**config.mk**
```make
export PLATFORM = sky130hd
export DESIGN_NAME = sprite_display_top
export DESIGN_NICKNAME = d
export VERILOG_FILES = /design/src/rtl/sprite_pkg.sv /design/src/rtl/display_timing.sv /design/src/rtl/sprite_regs.sv /design/src/rtl/sprite_inline.sv /design/src/rtl/tmds_encoder.sv /design/src/rtl/sprite_display_top.sv
export SDC_FILE = /design/constraint.sdc
export NUM_CORES = 1
export LEC_CHECK = 0
export BUFFER_PORTS_ARGS = -buffer_cell sky130_fd_sc_hd__buf_2
export CAP_MARGIN = 20
export CELL_PAD_IN_SITES_DETAIL_PLACEMENT = 1
export CELL_PAD_IN_SITES_GLOBAL_PLACEMENT = 2
export CORE_MARGIN = 2
export CORE_UTILIZATION = 25
export CTS_CLUSTER_SIZE = 25
export DETAILED_ROUTE_END_ITERATION = 16
export GPL_TIMING_DRIVEN = 0
export HOLD_SLACK_MARGIN = 0.06
export PLACE_DENSITY = 0.68
export SYNTH_ARGS = -nofsm -noshare
export SYNTH_HDL_FRONTEND = slang
export SYNTH_SLANG_ARGS = --single-unit
```
**constraint.sdc**
```tcl
create_clock -name clk_pix -period 10.8 [get_ports clk_pix]
set_input_delay 1.08 -clock clk_pix [delete_from_list [all_inputs] [get_ports clk_pix]]
set_output_delay 1.08 -clock clk_pix [all_outputs]
set_load 0.01 [all_outputs]
```
**src/rtl/sprite_pkg.sv**
```systemverilog
/* Sprite display package
   Coordinate, colour, register and video bus types shared by the pipeline */

package sprite_pkg;

    localparam int CORDW = 16;               // Coordinate width

    typedef logic [CORDW-1:0] cord_t;        // Unsigned raster coordinate

    typedef struct packed {
        logic [7:0] r;
        logic [7:0] g;
        logic [7:0] b;
    } rgb_t;

    // Video bus from paint stage into the TMDS encoders
    typedef struct packed {
        logic de;
        logic hsync;
        logic vsync;
        rgb_t rgb;
    } vid_t;

    typedef struct packed {
        cord_t x;
        cord_t y;
    } sprite_pos_t;

    // Colour view of a register write word
    typedef struct packed {
        logic [7:0] pad;                     // Ignored
        rgb_t       rgb;
    } reg_col_t;

    // One write word, two decodes; address picks the view
    typedef union packed {
        sprite_pos_t pos;
        reg_col_t    col;
    } reg_data_u;

    typedef logic [1:0] reg_addr_t;

    localparam reg_addr_t REG_POS = 2'd0;    // Sprite position, loaded at frame start
    localparam reg_addr_t REG_FG  = 2'd1;    // Foreground colour
    localparam reg_addr_t REG_BG  = 2'd2;    // Background colour

    typedef logic [9:0] tmds_sym_t;

    // DVI control symbols, indexed by {c1, c0}
    localparam tmds_sym_t TMDS_CTRL_00 = 10'b1101010100;
    localparam tmds_sym_t TMDS_CTRL_01 = 10'b0010101011;
    localparam tmds_sym_t TMDS_CTRL_10 = 10'b0101010100;
    localparam tmds_sym_t TMDS_CTRL_11 = 10'b1010101011;

    localparam rgb_t FG_RESET = '{r: 8'hFF, g: 8'hCC, b: 8'h00};         // Yellow
    localparam rgb_t BG_RESET = '{r: 8'h11, g: 8'h33, b: 8'h77};         // Blue
    localparam sprite_pos_t POS_RESET = '{x: 16'd4, y: 16'd2};

endpackage

```
**src/rtl/display_timing.sv**
```systemverilog
/* Display timing generator
   Raster counters with registered sync, data enable, line and frame strobes */

`timescale 1ns/1ps

module display_timing #(
    parameter int H_RES  = 640,
    parameter int H_FP   = 16,
    parameter int H_SYNC = 96,
    parameter int H_BP   = 48,
    parameter int V_RES  = 480,
    parameter int V_FP   = 10,
    parameter int V_SYNC = 2,
    parameter int V_BP   = 33
) (
    input  logic              clk_pix,
    input  logic              rst,
    output sprite_pkg::cord_t sx,
    output sprite_pkg::cord_t sy,
    output logic              hsync,
    output logic              vsync,
    output logic              de,
    output logic              line,
    output logic              frame
);
    import sprite_pkg::*;

    localparam int H_TOTAL = H_RES + H_FP + H_SYNC + H_BP;
    localparam int V_TOTAL = V_RES + V_FP + V_SYNC + V_BP;

    localparam cord_t H_LAST = cord_t'(H_TOTAL - 1);         // Last column of the line
    localparam cord_t V_LAST = cord_t'(V_TOTAL - 1);         // Last line of the frame
    localparam cord_t H_ACT  = cord_t'(H_RES);
    localparam cord_t V_ACT  = cord_t'(V_RES);
    localparam cord_t HS_STA = cord_t'(H_RES + H_FP);
    localparam cord_t HS_END = cord_t'(H_RES + H_FP + H_SYNC);
    localparam cord_t VS_STA = cord_t'(V_RES + V_FP);
    localparam cord_t VS_END = cord_t'(V_RES + V_FP + V_SYNC);

    cord_t sx_n, sy_n;                                        // Position of the next pixel

    // Wrap compares
    always_comb begin
        sx_n = sx + 1'b1;
        sy_n = sy;
        if (sx == H_LAST) begin
            sx_n = '0;
            sy_n = (sy == V_LAST) ? '0 : sy + 1'b1;
        end
    end

    // Flags are registered from the next position so they line up with sx and sy
    // Reset parks on the last pixel of the frame, so the first clock after
    // reset shows sx 0, sy 0 together with a frame strobe
    always_ff @(posedge clk_pix) begin
        if (rst) begin
            sx    <= H_LAST;
            sy    <= V_LAST;
            hsync <= 1'b0;                                    // Back porch, sync inactive
            vsync <= 1'b0;
            de    <= 1'b0;
            line  <= 1'b0;
            frame <= 1'b0;
        end else begin
            sx    <= sx_n;
            sy    <= sy_n;
            hsync <= (sx_n >= HS_STA) && (sx_n < HS_END);     // Active high
            vsync <= (sy_n >= VS_STA) && (sy_n < VS_END);
            de    <= (sx_n < H_ACT) && (sy_n < V_ACT);
            line  <= (sx_n == '0);
            frame <= (sx_n == '0) && (sy_n == '0);
        end
    end

endmodule

```
**src/rtl/sprite_regs.sv**
```systemverilog
/* Sprite register block
   Colour registers plus a position that is taken over only at frame start */

`timescale 1ns/1ps

module sprite_regs (
    input  logic                    clk_pix,
    input  logic                    rst,
    input  logic                    reg_we,     // One-cycle write strobe
    input  sprite_pkg::reg_addr_t   reg_addr,
    input  sprite_pkg::reg_data_u   reg_wdata,
    input  logic                    frame,      // First pixel of the frame
    output sprite_pkg::sprite_pos_t pos,
    output sprite_pkg::rgb_t        fg,
    output sprite_pkg::rgb_t        bg
);
    import sprite_pkg::*;

    sprite_pos_t pos_pend;                      // Last written position
    sprite_pos_t pos_act;                       // Position of the frame being drawn

    always_ff @(posedge clk_pix) begin
        if (rst) begin
            pos_pend <= POS_RESET;
            pos_act  <= POS_RESET;
            fg       <= FG_RESET;
            bg       <= BG_RESET;
        end else begin
            if (reg_we) begin
                case (reg_addr)
                    REG_POS: pos_pend <= reg_wdata.pos;       // Position view
                    REG_FG:  fg       <= reg_wdata.col.rgb;   // Colour view, pad dropped
                    REG_BG:  bg       <= reg_wdata.col.rgb;
                    default: ;                                // Unused address
                endcase
            end
            if (frame) begin
                pos_act <= pos_pend;            // Swap only between frames, no tearing
            end
        end
    end

    // The sprite decides on the frame pixel itself, so hand it the
    // pending copy during that one cycle
    assign pos = frame ? pos_pend : pos_act;

endmodule

```
**src/rtl/sprite_inline.sv**
```systemverilog
/* Inline sprite renderer
   Draws a fixed 8x8 "F" bitmap at pos, scaled by pixel and line replication */

`timescale 1ns/1ps

module sprite_inline #(
    parameter int SPR_SCALE = 1                 // 1, 2 or 4
) (
    input  logic                    clk_pix,
    input  logic                    rst,
    input  logic                    line,       // Start of line
    input  sprite_pkg::cord_t       sx,
    input  sprite_pkg::cord_t       sy,
    input  sprite_pkg::sprite_pos_t pos,
    output logic                    pix,        // Bitmap bit under the pixel
    output logic                    drawing     // Pixel is inside the sprite
);
    import sprite_pkg::*;

    localparam logic [1:0] SCALE_LAST = 2'(SPR_SCALE - 1);

    typedef enum logic [2:0] {
        IDLE,                                   // No sprite row in progress
        WAIT_LINE,                              // Between sprite rows
        WAIT_X,                                 // Row armed, hunting for pos.x
        DRAW,
        LINE_DONE                               // Row finished
    } state_t;

    state_t     state, state_n;
    logic [2:0] row, row_n;                     // Bitmap row
    logic [1:0] rcnt, rcnt_n;                   // Line replication count
    logic [2:0] col, col_n, col_now;            // Bitmap column
    logic [1:0] ccnt, ccnt_n, ccnt_now;         // Pixel replication count
    logic       row_last;
    logic       hunt;                           // Compare sx with pos.x this cycle
    logic       draw_now;                       // Current pixel is drawn
    logic [7:0] bits;

    // Bitmap, leftmost pixel in bit 7
    function automatic logic [7:0] bitmap_row(input logic [2:0] r);
        case (r)
            3'd0:    return 8'b1111_1110;
            3'd1:    return 8'b1100_0000;
            3'd2:    return 8'b1100_0000;
            3'd3:    return 8'b1111_1100;
            3'd4:    return 8'b1100_0000;
            3'd5:    return 8'b1100_0000;
            3'd6:    return 8'b1100_0000;
            default: return 8'b0000_0000;
        endcase
    endfunction

    assign row_last = (row == 3'd7) && (rcnt == SCALE_LAST);   // Last line of the sprite

    always_comb begin
        state_n  = state;
        row_n    = row;
        rcnt_n   = rcnt;
        col_n    = col;
        ccnt_n   = ccnt;
        col_now  = col;
        ccnt_now = ccnt;
        hunt     = 1'b0;
        draw_now = 1'b0;

        if (line) begin
            // Line start wins over any state, cuts off rows running past the line end
            if (sy == pos.y) begin
                row_n  = '0;                    // First sprite line
                rcnt_n = '0;
                hunt   = 1'b1;
            end else if (state != IDLE && !row_last && sy != '0) begin
                if (rcnt == SCALE_LAST) begin
                    row_n  = row + 3'd1;
                    rcnt_n = '0;
                end else begin
                    rcnt_n = rcnt + 2'd1;       // Repeat the row
                end
                hunt = 1'b1;
            end else begin
                state_n = IDLE;                 // Sprite done or clipped at frame end
            end
        end else begin
            case (state)
                WAIT_X:    hunt     = 1'b1;
                DRAW:      draw_now = 1'b1;
                LINE_DONE: state_n  = row_last ? IDLE : WAIT_LINE;
                default:   ;
            endcase
        end

        if (hunt) begin
            if (sx == pos.x) begin
                draw_now = 1'b1;                // Left edge, drawn this pixel
                col_now  = '0;
                ccnt_now = '0;
            end else begin
                state_n = WAIT_X;
            end
        end

        if (draw_now) begin
            state_n = DRAW;
            if (ccnt_now == SCALE_LAST) begin
                ccnt_n = '0;
                col_n  = col_now + 3'd1;
                if (col_now == 3'd7) begin
                    state_n = LINE_DONE;        // Right edge reached
                end
            end else begin
                ccnt_n = ccnt_now + 2'd1;
                col_n  = col_now;
            end
        end
    end

    assign bits = bitmap_row(row_n);            // New row applies from the line pixel

    always_ff @(posedge clk_pix) begin
        if (rst) begin
            state   <= IDLE;
            row     <= '0;
            rcnt    <= '0;
            col     <= '0;
            ccnt    <= '0;
            drawing <= 1'b0;
            pix     <= 1'b0;
        end else begin
            state   <= state_n;
            row     <= row_n;
            rcnt    <= rcnt_n;
            col     <= col_n;
            ccnt    <= ccnt_n;
            drawing <= draw_now;                // One cycle behind sx
            pix     <= draw_now && bits[3'd7 - col_now];
        end
    end

endmodule

```
**src/rtl/tmds_encoder.sv**
```systemverilog
/* DVI TMDS encoder
   8b/10b transition minimised symbols with running disparity, control in blanking */

`timescale 1ns/1ps

module tmds_encoder (
    input  logic                  clk_pix,
    input  logic                  rst,
    input  logic                  de,
    input  logic [7:0]            data,
    input  logic [1:0]            ctrl,     // {c1, c0}
    output sprite_pkg::tmds_sym_t sym
);
    import sprite_pkg::*;

    logic [3:0]        ones_d;              // Ones in the input byte
    logic              use_xnor;
    logic [8:0]        q_m;                 // Transition minimised word
    logic [3:0]        ones_q;              // Ones in q_m[7:0]
    logic signed [5:0] bal;                 // Ones minus zeros of q_m[7:0]
    logic signed [5:0] cnt, cnt_n;          // Running disparity
    tmds_sym_t         ctrl_sym, sym_n;

    // XOR or XNOR chain, bit 8 flags XOR
    function automatic logic [8:0] minimise(input logic [7:0] d, input logic xn);
        logic [8:0] q;
        q[0] = d[0];
        for (int i = 1; i < 8; i++) begin
            q[i] = xn ? ~(q[i-1] ^ d[i]) : (q[i-1] ^ d[i]);
        end
        q[8] = ~xn;
        return q;
    endfunction

    always_comb begin
        ones_d   = 4'($countones(data));
        use_xnor = (ones_d > 4'd4) || (ones_d == 4'd4 && !data[0]);
        q_m      = minimise(data, use_xnor);
        ones_q   = 4'($countones(q_m[7:0]));
        bal      = 6'(2 * ones_q) - 6'sd8;
    end

    always_comb begin
        case (ctrl)
            2'b00:   ctrl_sym = TMDS_CTRL_00;
            2'b01:   ctrl_sym = TMDS_CTRL_01;
            2'b10:   ctrl_sym = TMDS_CTRL_10;
            default: ctrl_sym = TMDS_CTRL_11;
        endcase
    end

    always_comb begin
        sym_n = ctrl_sym;                   // Blanking
        cnt_n = '0;                         // Disparity restarts each active period
        if (de) begin
            if (cnt == '0 || ones_q == 4'd4) begin
                // Balanced, bit 9 tells the decoder whether to invert
                sym_n = {~q_m[8], q_m[8], q_m[8] ? q_m[7:0] : ~q_m[7:0]};
                cnt_n = q_m[8] ? cnt + bal : cnt - bal;
            end else if ((!cnt[5] && ones_q > 4'd4) || (cnt[5] && ones_q < 4'd4)) begin
                sym_n = {1'b1, q_m[8], ~q_m[7:0]};       // Invert to pull back to zero
                cnt_n = cnt + 6'({q_m[8], 1'b0}) - bal;
            end else begin
                sym_n = {1'b0, q_m[8], q_m[7:0]};
                cnt_n = cnt - 6'({~q_m[8], 1'b0}) + bal;
            end
        end
    end

    always_ff @(posedge clk_pix) begin
        if (rst) begin
            sym <= TMDS_CTRL_00;
            cnt <= '0;
        end else begin
            sym <= sym_n;
            cnt <= cnt_n;
        end
    end

endmodule

```
**src/rtl/sprite_display_top.sv**
```systemverilog
/* Sprite display top level
   Timing, registers, inline sprite, paint and blank stage, three TMDS channels */

`timescale 1ns/1ps

module sprite_display_top #(
    parameter int H_RES     = 640,
    parameter int H_FP      = 16,
    parameter int H_SYNC    = 96,
    parameter int H_BP      = 48,
    parameter int V_RES     = 480,
    parameter int V_FP      = 10,
    parameter int V_SYNC    = 2,
    parameter int V_BP      = 33,
    parameter int SPR_SCALE = 4
) (
    input  logic                  clk_pix,
    input  logic                  rst,
    input  logic                  reg_we,
    input  sprite_pkg::reg_addr_t reg_addr,
    input  sprite_pkg::reg_data_u reg_wdata,
    output sprite_pkg::tmds_sym_t tmds_ch0,     // Blue and sync
    output sprite_pkg::tmds_sym_t tmds_ch1,     // Green
    output sprite_pkg::tmds_sym_t tmds_ch2      // Red
);
    import sprite_pkg::*;

    cord_t       sx, sy;
    logic        hsync, vsync, de, line, frame;
    sprite_pos_t pos;
    rgb_t        fg, bg;
    logic        pix, drawing;
    logic        de_d, hsync_d, vsync_d;        // Sync delayed to match pix
    vid_t        vid;

    display_timing #(
        .H_RES(H_RES), .H_FP(H_FP), .H_SYNC(H_SYNC), .H_BP(H_BP),
        .V_RES(V_RES), .V_FP(V_FP), .V_SYNC(V_SYNC), .V_BP(V_BP)
    ) timing0 (
        .clk_pix, .rst, .sx, .sy, .hsync, .vsync, .de, .line, .frame
    );

    sprite_regs regs0 (
        .clk_pix, .rst, .reg_we, .reg_addr, .reg_wdata, .frame, .pos, .fg, .bg
    );

    sprite_inline #(.SPR_SCALE(SPR_SCALE)) sprite0 (
        .clk_pix, .rst, .line, .sx, .sy, .pos, .pix, .drawing
    );

    // Align, then paint and blank
    always_ff @(posedge clk_pix) begin
        if (rst) begin
            de_d    <= 1'b0;
            hsync_d <= 1'b0;
            vsync_d <= 1'b0;
            vid     <= '0;
        end else begin
            de_d      <= de;
            hsync_d   <= hsync;
            vsync_d   <= vsync;
            vid.de    <= de_d;
            vid.hsync <= hsync_d;
            vid.vsync <= vsync_d;
            if (!de_d) vid.rgb <= '0;                     // Black in blanking
            else       vid.rgb <= (drawing && pix) ? fg : bg;
        end
    end

    tmds_encoder enc_ch0 (
        .clk_pix, .rst, .de(vid.de), .data(vid.rgb.b),
        .ctrl({vid.vsync, vid.hsync}), .sym(tmds_ch0)
    );

    tmds_encoder enc_ch1 (
        .clk_pix, .rst, .de(vid.de), .data(vid.rgb.g), .ctrl(2'b00), .sym(tmds_ch1)
    );

    tmds_encoder enc_ch2 (
        .clk_pix, .rst, .de(vid.de), .data(vid.rgb.r), .ctrl(2'b00), .sym(tmds_ch2)
    );

endmodule

```
# Yosys cells after proc, flatten, opt, wreduce, memory -nomap -nowiden
# Cells that the tools add are included.
totals:
  ff_bits: 242
  latch_bits: 0
  mem_bits_rw: 0
  mem_bits_ro: 0
  input_bits: 37
  out_inout_bits: 30
  elab_cells: 334
  n_memories: 0
op_classes:
  addsub: 70
  n_mul: 0
  n_div: 0
  order_cmp: 16
  eq_ne: 27
  n_shift: 0
  n_mux: 80
  bitwise: 50
  n_reduce_logical: 52
op_table:
  columns: ["operator", "count"]
  rows:
  - ["adder 4 bit", 18]
  - ["two-way mux 10 bit", 7]
  - ["two-way mux 6 bit", 9]
  - ["adder 1 x 1 -> 2 bit", 24]
  - ["two-way mux 16 bit", 3]
  - ["two-way mux 3 bit", 16]
  - ["adder 6 bit", 6]
  - ["subtractor 6 bit", 6]
  - ["adder 16 x 1 -> 16 bit (second input constant)", 2]
  - ["== test 16 x 10 -> 1 bit (second input constant)", 2]
  - ["== test 16 bit", 2]
  - ["zero test 16 bit", 2]
  - ["< comparator 16 x 10 -> 1 bit (second input constant)", 2]
  - ["< comparator 16 x 9 -> 1 bit (second input constant)", 2]
  - ["two-way mux 32 bit", 1]
  - ["two-way mux 1 bit", 31]
  - ["one-hot mux 10 bit (3 select lines)", 1]
  - ["inverter 1 bit", 26]
  - ["== test 4 x 3 -> 1 bit (second input constant)", 6]
  - ["> comparator 4 x 3 -> 1 bit (second input constant)", 6]
  - ["two-way mux 24 bit", 1]
  - ["two-way mux 8 bit", 3]
  - ["inverter 8 bit", 3]
  - ["one-hot mux 8 bit (3 select lines)", 1]
  - ["30 further kinds", 115]

# Longest topological paths before layout
logic_depth:
  word_depth: 34
  ltp_mapped: 30

# Modules after synthesis
# A second synthesis with hierarchy kept.
hier_totals:
  cells_unflattened: 1617
  hier_area_um2: 15403.5
modules_own_cells:
  columns: ["module", "instances", "cells_each", "area_each_um2", "seq_area_each_um2"]
  rows:
  - ["sprite_regs", 1, 427, 4525.6, 2242.2]
  - ["display_timing", 1, 260, 2218.4, 740.7]
  - ["tmds_encoder at enc_ch1", 1, 220, 1970.6, 300.3]
  - ["tmds_encoder at enc_ch2", 1, 220, 1950.6, 300.3]
  - ["tmds_encoder at enc_ch0", 1, 215, 1903.1, 300.3]
  - ["sprite_display_top", 1, 123, 1436.4, 600.6]
  - ["sprite_inline", 1, 152, 1398.8, 300.3]

# Worst setup path after synthesis
# Ideal clock, no wire load.
synth_path:
  path_kind: "register -> register"
  from: "register vid[15] (netlist bit)"
  to: "register enc_ch1.sym[5]"
  setup_time_ns: 0.128
  arrival_ns: 7.063
  required_ns: 10.672
  path_slack_ns: 3.609
  stages_incl_launch_ff: 30
  n_path_buf: 1
  synth_period_minus_slack_ns: 7.191
  cell_sequence: "dfxtp_1 ha_1 inv_1 fa_1 inv_1 fa_1 ha_1 inv_1 fa_1 o21ai_1 xor2_1 xnor2_1 xnor2_1 nand2_1 fa_1 inv_1 fa_1 ha_1 fa_1 inv_1 ha_1 inv_1 ha_1 mux2i_1 clkbuf_1 inv_1 mux2i_1 xnor2_1 xnor2_1 nor2_1"
synth_via:
  elab_chain_len: 33
  word_cells_on_any_way: 44
  classes_between: "10 x add/sub; 3 x order compare; 2 x eq/ne; 10 x mux; 13 x bitwise; 6 x reduce/logical"
synth_lines:
  columns: ["item", "line_no", "text"]
  rows:
  - ["start, declared", "sprite_display_top.sv:34", "vid_t vid;"]
  - ["parallel branches: the longest is 32 deep, another holds adder 4 bit", null, null]
  - ["two-way mux 10 bit (*)", "tmds_encoder.sv:56", "if (cnt == '0 || ones_q == 4'd4) begin"]
  - ["end signal, assigned", "tmds_encoder.sv:75", "sym <= sym_n;"]
  - ["end, declared", "tmds_encoder.sv:12", "output sprite_pkg::tmds_sym_t sym"]
# Mark *: on every way between the ends.
# A chain may end at the register's enable or synchronous reset.

# Worst setup path after layout
layout_path:
  from: "register vid[13] (netlist bit)"
  to: "register enc_ch1.sym[5]"
# Same word-level chain as after synthesis.

==> results by group <==
Synth
  – Largest area contributor in the netlist: dfxtp_1
  – Post-Syn Nets: ~1800
  – Avg Cell Area, Syn: 8.62 µm²
  – Post-synth EDFFs: 0
  – Most common cell in the netlist: nand2_1
  – Async set-reset flop share out of synthesis: 0%
  – Cell area after synthesis: 0.0137 mm²
  – Prevailing post-synth register cell: dfxtp_1
  – Synth area leaders: dfxtp_1 (35%), ha_1 (8.6%), xnor2_1 (7.6%), nand2_1 (7.4%), fa_1 (5.9%)
  – Synth top area share: 35.0%
  – Synth cell types: 76
  – Synth cell count leaders: nand2_1 (269), dfxtp_1 (239), nor2_1 (124)
  – Count of yosys warnings during synthesis: 0
  – Post-Synthesis Cells: 1588
  – Post-synthesis sequential area ratio: 35.0%
  – Flop and latch count out of synthesis: 239

STA
  – Unrepaired setup endpoints after global routing: no
  – Part of the cycle the worst path needs: between 70% and 80%
  – Final Hold Viols: 0
  – Final Setup Violations: 0
  – WHS: 0.438 ns
  – Setup ws final: 2.54 ns
  – Setup_tns: 0 ns
  – Fmax: 121 MHz
  – Fin. max-slew vios: 0
  – Setup Skew: 0.0184 ns
  – Final Critical Period: 8.26 ns
  – Worst-margin pin slew: approximately 0.89 ns
  – Worst slew margin: 38.8%

Floorplanning
  – # IOs: 67
  – Die width: between 200 and 250 µm
  – Chip height: approximately 240 µm
  – Die area: roughly 0.057 mm²
  – Initial cell density of the core: 25.4%
  – Core Area: 0.0539 mm²
  – Row cnt: 85

Power
  – Power Density: between 150 and 200 mW/mm²
  – Maximum VDD drop: 0.000124 V
  – Leakage: 6.53 nW

CTS
  – Clock slew at reported path FFs: 0.06 ns
  – Post_cts resized: 0
  – Cts hold-fix bufs: 0
  – Inserted Clock Buffers: 30
  – # Post-CTS Setup Buffers: 0
  – TritonCTS Sinks: 239
  – CTS Buffer Depth: 3
  – TritonCTS clock tree: built
  – Htree depth: 1
  – Clock latency on the worst-skew pair: 0.57 ns
  – CTS root buffer: clkbuf_16

Placement
  – Post-Place Setup Slack: roughly 2.4 ns
  – Cell area after placement: 0.0149 mm²
  – Placed cells: 2350
  – HPWL after DPL: 32.0 mm
  – IO Port Bufs: 66
  – GP Congestion: 0.799

GRT
  – GRT Residual Overflow: 0
  – Largest net degree at the start of global routing: 15
  – First-pass GRT wire length: 66.2 mm
  – Gr usage total: between 10 and 15%
  – Vias in the first global route: 11600
  – Initial antenna violation count: 7

Routing
  – Total number of vias: 11000
  – Router iterations before antenna repair: 4
  – 1st-iter DRT viols: 421
  – Vias per inst: between 4 and 5
  – DRC Markers: 0
  – Wire length per cell: roughly 17 µm
  – Antenna Nets Post-Route: 0
  – Final wirelength: 41.4 mm

Critical path
  – Worst setup EP type: flip-flop
  – Kind of critical path: reg2reg
  – Most numerous cell on the critical path: fa_1
  – Crit Path Max Fanout: 10
  – CP delay by family, top: adder cells
  – Buf/Inv on CP: 6
  – CP Data Arrival Time: between 8 and 9 ns
  – CP peak stage delay: approximately 0.55 ns
  – Worst EP required: 11.23 ns
  – CP Launch Type: flip-flop
  – Slowest cell on the critical path: fa_1

Final layout
  – Final net count: 1857
  – ANT cells: 0
  – Share of layout cells above drive strength 1: 9.60%
  – Final instance area: 0.0160 mm²
  – Post-Layout Cell Count: 2405
  – Fillers: 6333
  – Area growth from synthesis to layout: 16.6%

Worst hold path
  – Hold Path Class: reg2reg

Flow run
  – MaxCap Viol Count: 0

Status
  – Status: completed
==> report_power, final <==
part	total, mW	internal (mW)	switching (mW)
logic	1.03	0.450	0.579
clock network	1.08	0.671	0.410
registers	0.959	0.922	0.0364
==> state kept, by name, indices dropped and copies added, names as in the netlist, 5 cells and up <==
signal / cells
regs0.pos_act: 32
regs0.bg: 24
regs0.fg: 24
enc_ch2.cnt: 5
enc_ch2.sym: 10
timing0.sx: 16
timing0.sy: 16
regs0.pos_pend: 32
enc_ch0.cnt: 5
enc_ch1.sym: 10
vid: 27
enc_ch1.cnt: 5
enc_ch0.sym: 10
==> metal layers <==
metal / up-vias / part of all wire, % / track usage [%]
met5: - / 0.17 / 0
met4: 10 / 2.3 / 3.28
met3: 64 / 2.7 / 2.28
met2: 121 / 49 / 26.6
met1: 5339 / 46 / 18.5
li1: 5424 / - / -
==> worst paths after layout <==
path / from / end / slack, ns / depth (start not counted)
worst min register to register: timing0.vsync / vsync_d / 0.44 / 1
worst max-delay path: vid[13] / enc_ch1.sym[5] / 2.54 / 27
worst max register to register: vid[13] / enc_ch1.sym[5] / 2.54 / 27
worst min-delay path: timing0.vsync / vsync_d / 0.44 / 1
==> per-stage QoR <==
stage               utilization, %  total power [mW]
detailed placement            27.6              2.00
floorplan                        -              1.77
global route                  29.6              3.28
finish                        29.6              3.07
global placement              27.6              1.98
CTS                           29.6              3.12
==> cells in the final DEF (no fill, tap or decap), types with 5 or more instances in the layout <==
master,n
and4_1,5
a21o_1,16
nor3_1,14
xnor2_1,119
a21oi_1,121
clkbuf_16,31
or3_1,6
a31oi_1,6
or2_2,8
nor3b_1,5
buf_2,73
nand2_1,269
mux2i_1,42
nand3_1,27
and3_1,6
nor2_1,124
nand3b_1,30
nand2b_1,18
buf_1,9
clkbuf_1,70
ha_1,94
clkbuf_8,8
and2_1,5
xor2_1,53
and2b_1,5
dfxtp_1,239
inv_1,100
a211oi_1,16
o21ai_0,23
clkinv_2,6
mux2i_2,6
nand4_1,6
nor2b_1,14
nor4_1,11
fa_1,40
==> final cells by class <==
cell class | instances | area, µm² | area share [%]
plain buffers | 89 | 410 | 2.57
clock buffers | 42 | 897 | 5.62
clock inverters | 13 | 176 | 1.11
inverters | 100 | 375 | 2.35
multi-input cells | 1160 | 8110 | 50.8
flip-flops and latches | 239 | 4780 | 30.0
well taps | 696 | 871 | 5.46
repair buffers | 66 | 330 | 2.07
==> kinds of logic after synthesis <==
| family | Yosys count | share of synthesized area [%] |
|---|---|---|
| compound gates | 230 | 10.3 |
| xor+xnor | 172 | 11.0 |
| fa+ha+maj | 134 | 14.4 |
| buf+inv | 189 | 5.74 |
| flops | 239 | 35.0 |
| mux | 51 | 3.92 |
| simple gates | 573 | 19.6 |
Note: power is estimated with default switching activity, not from simulation.
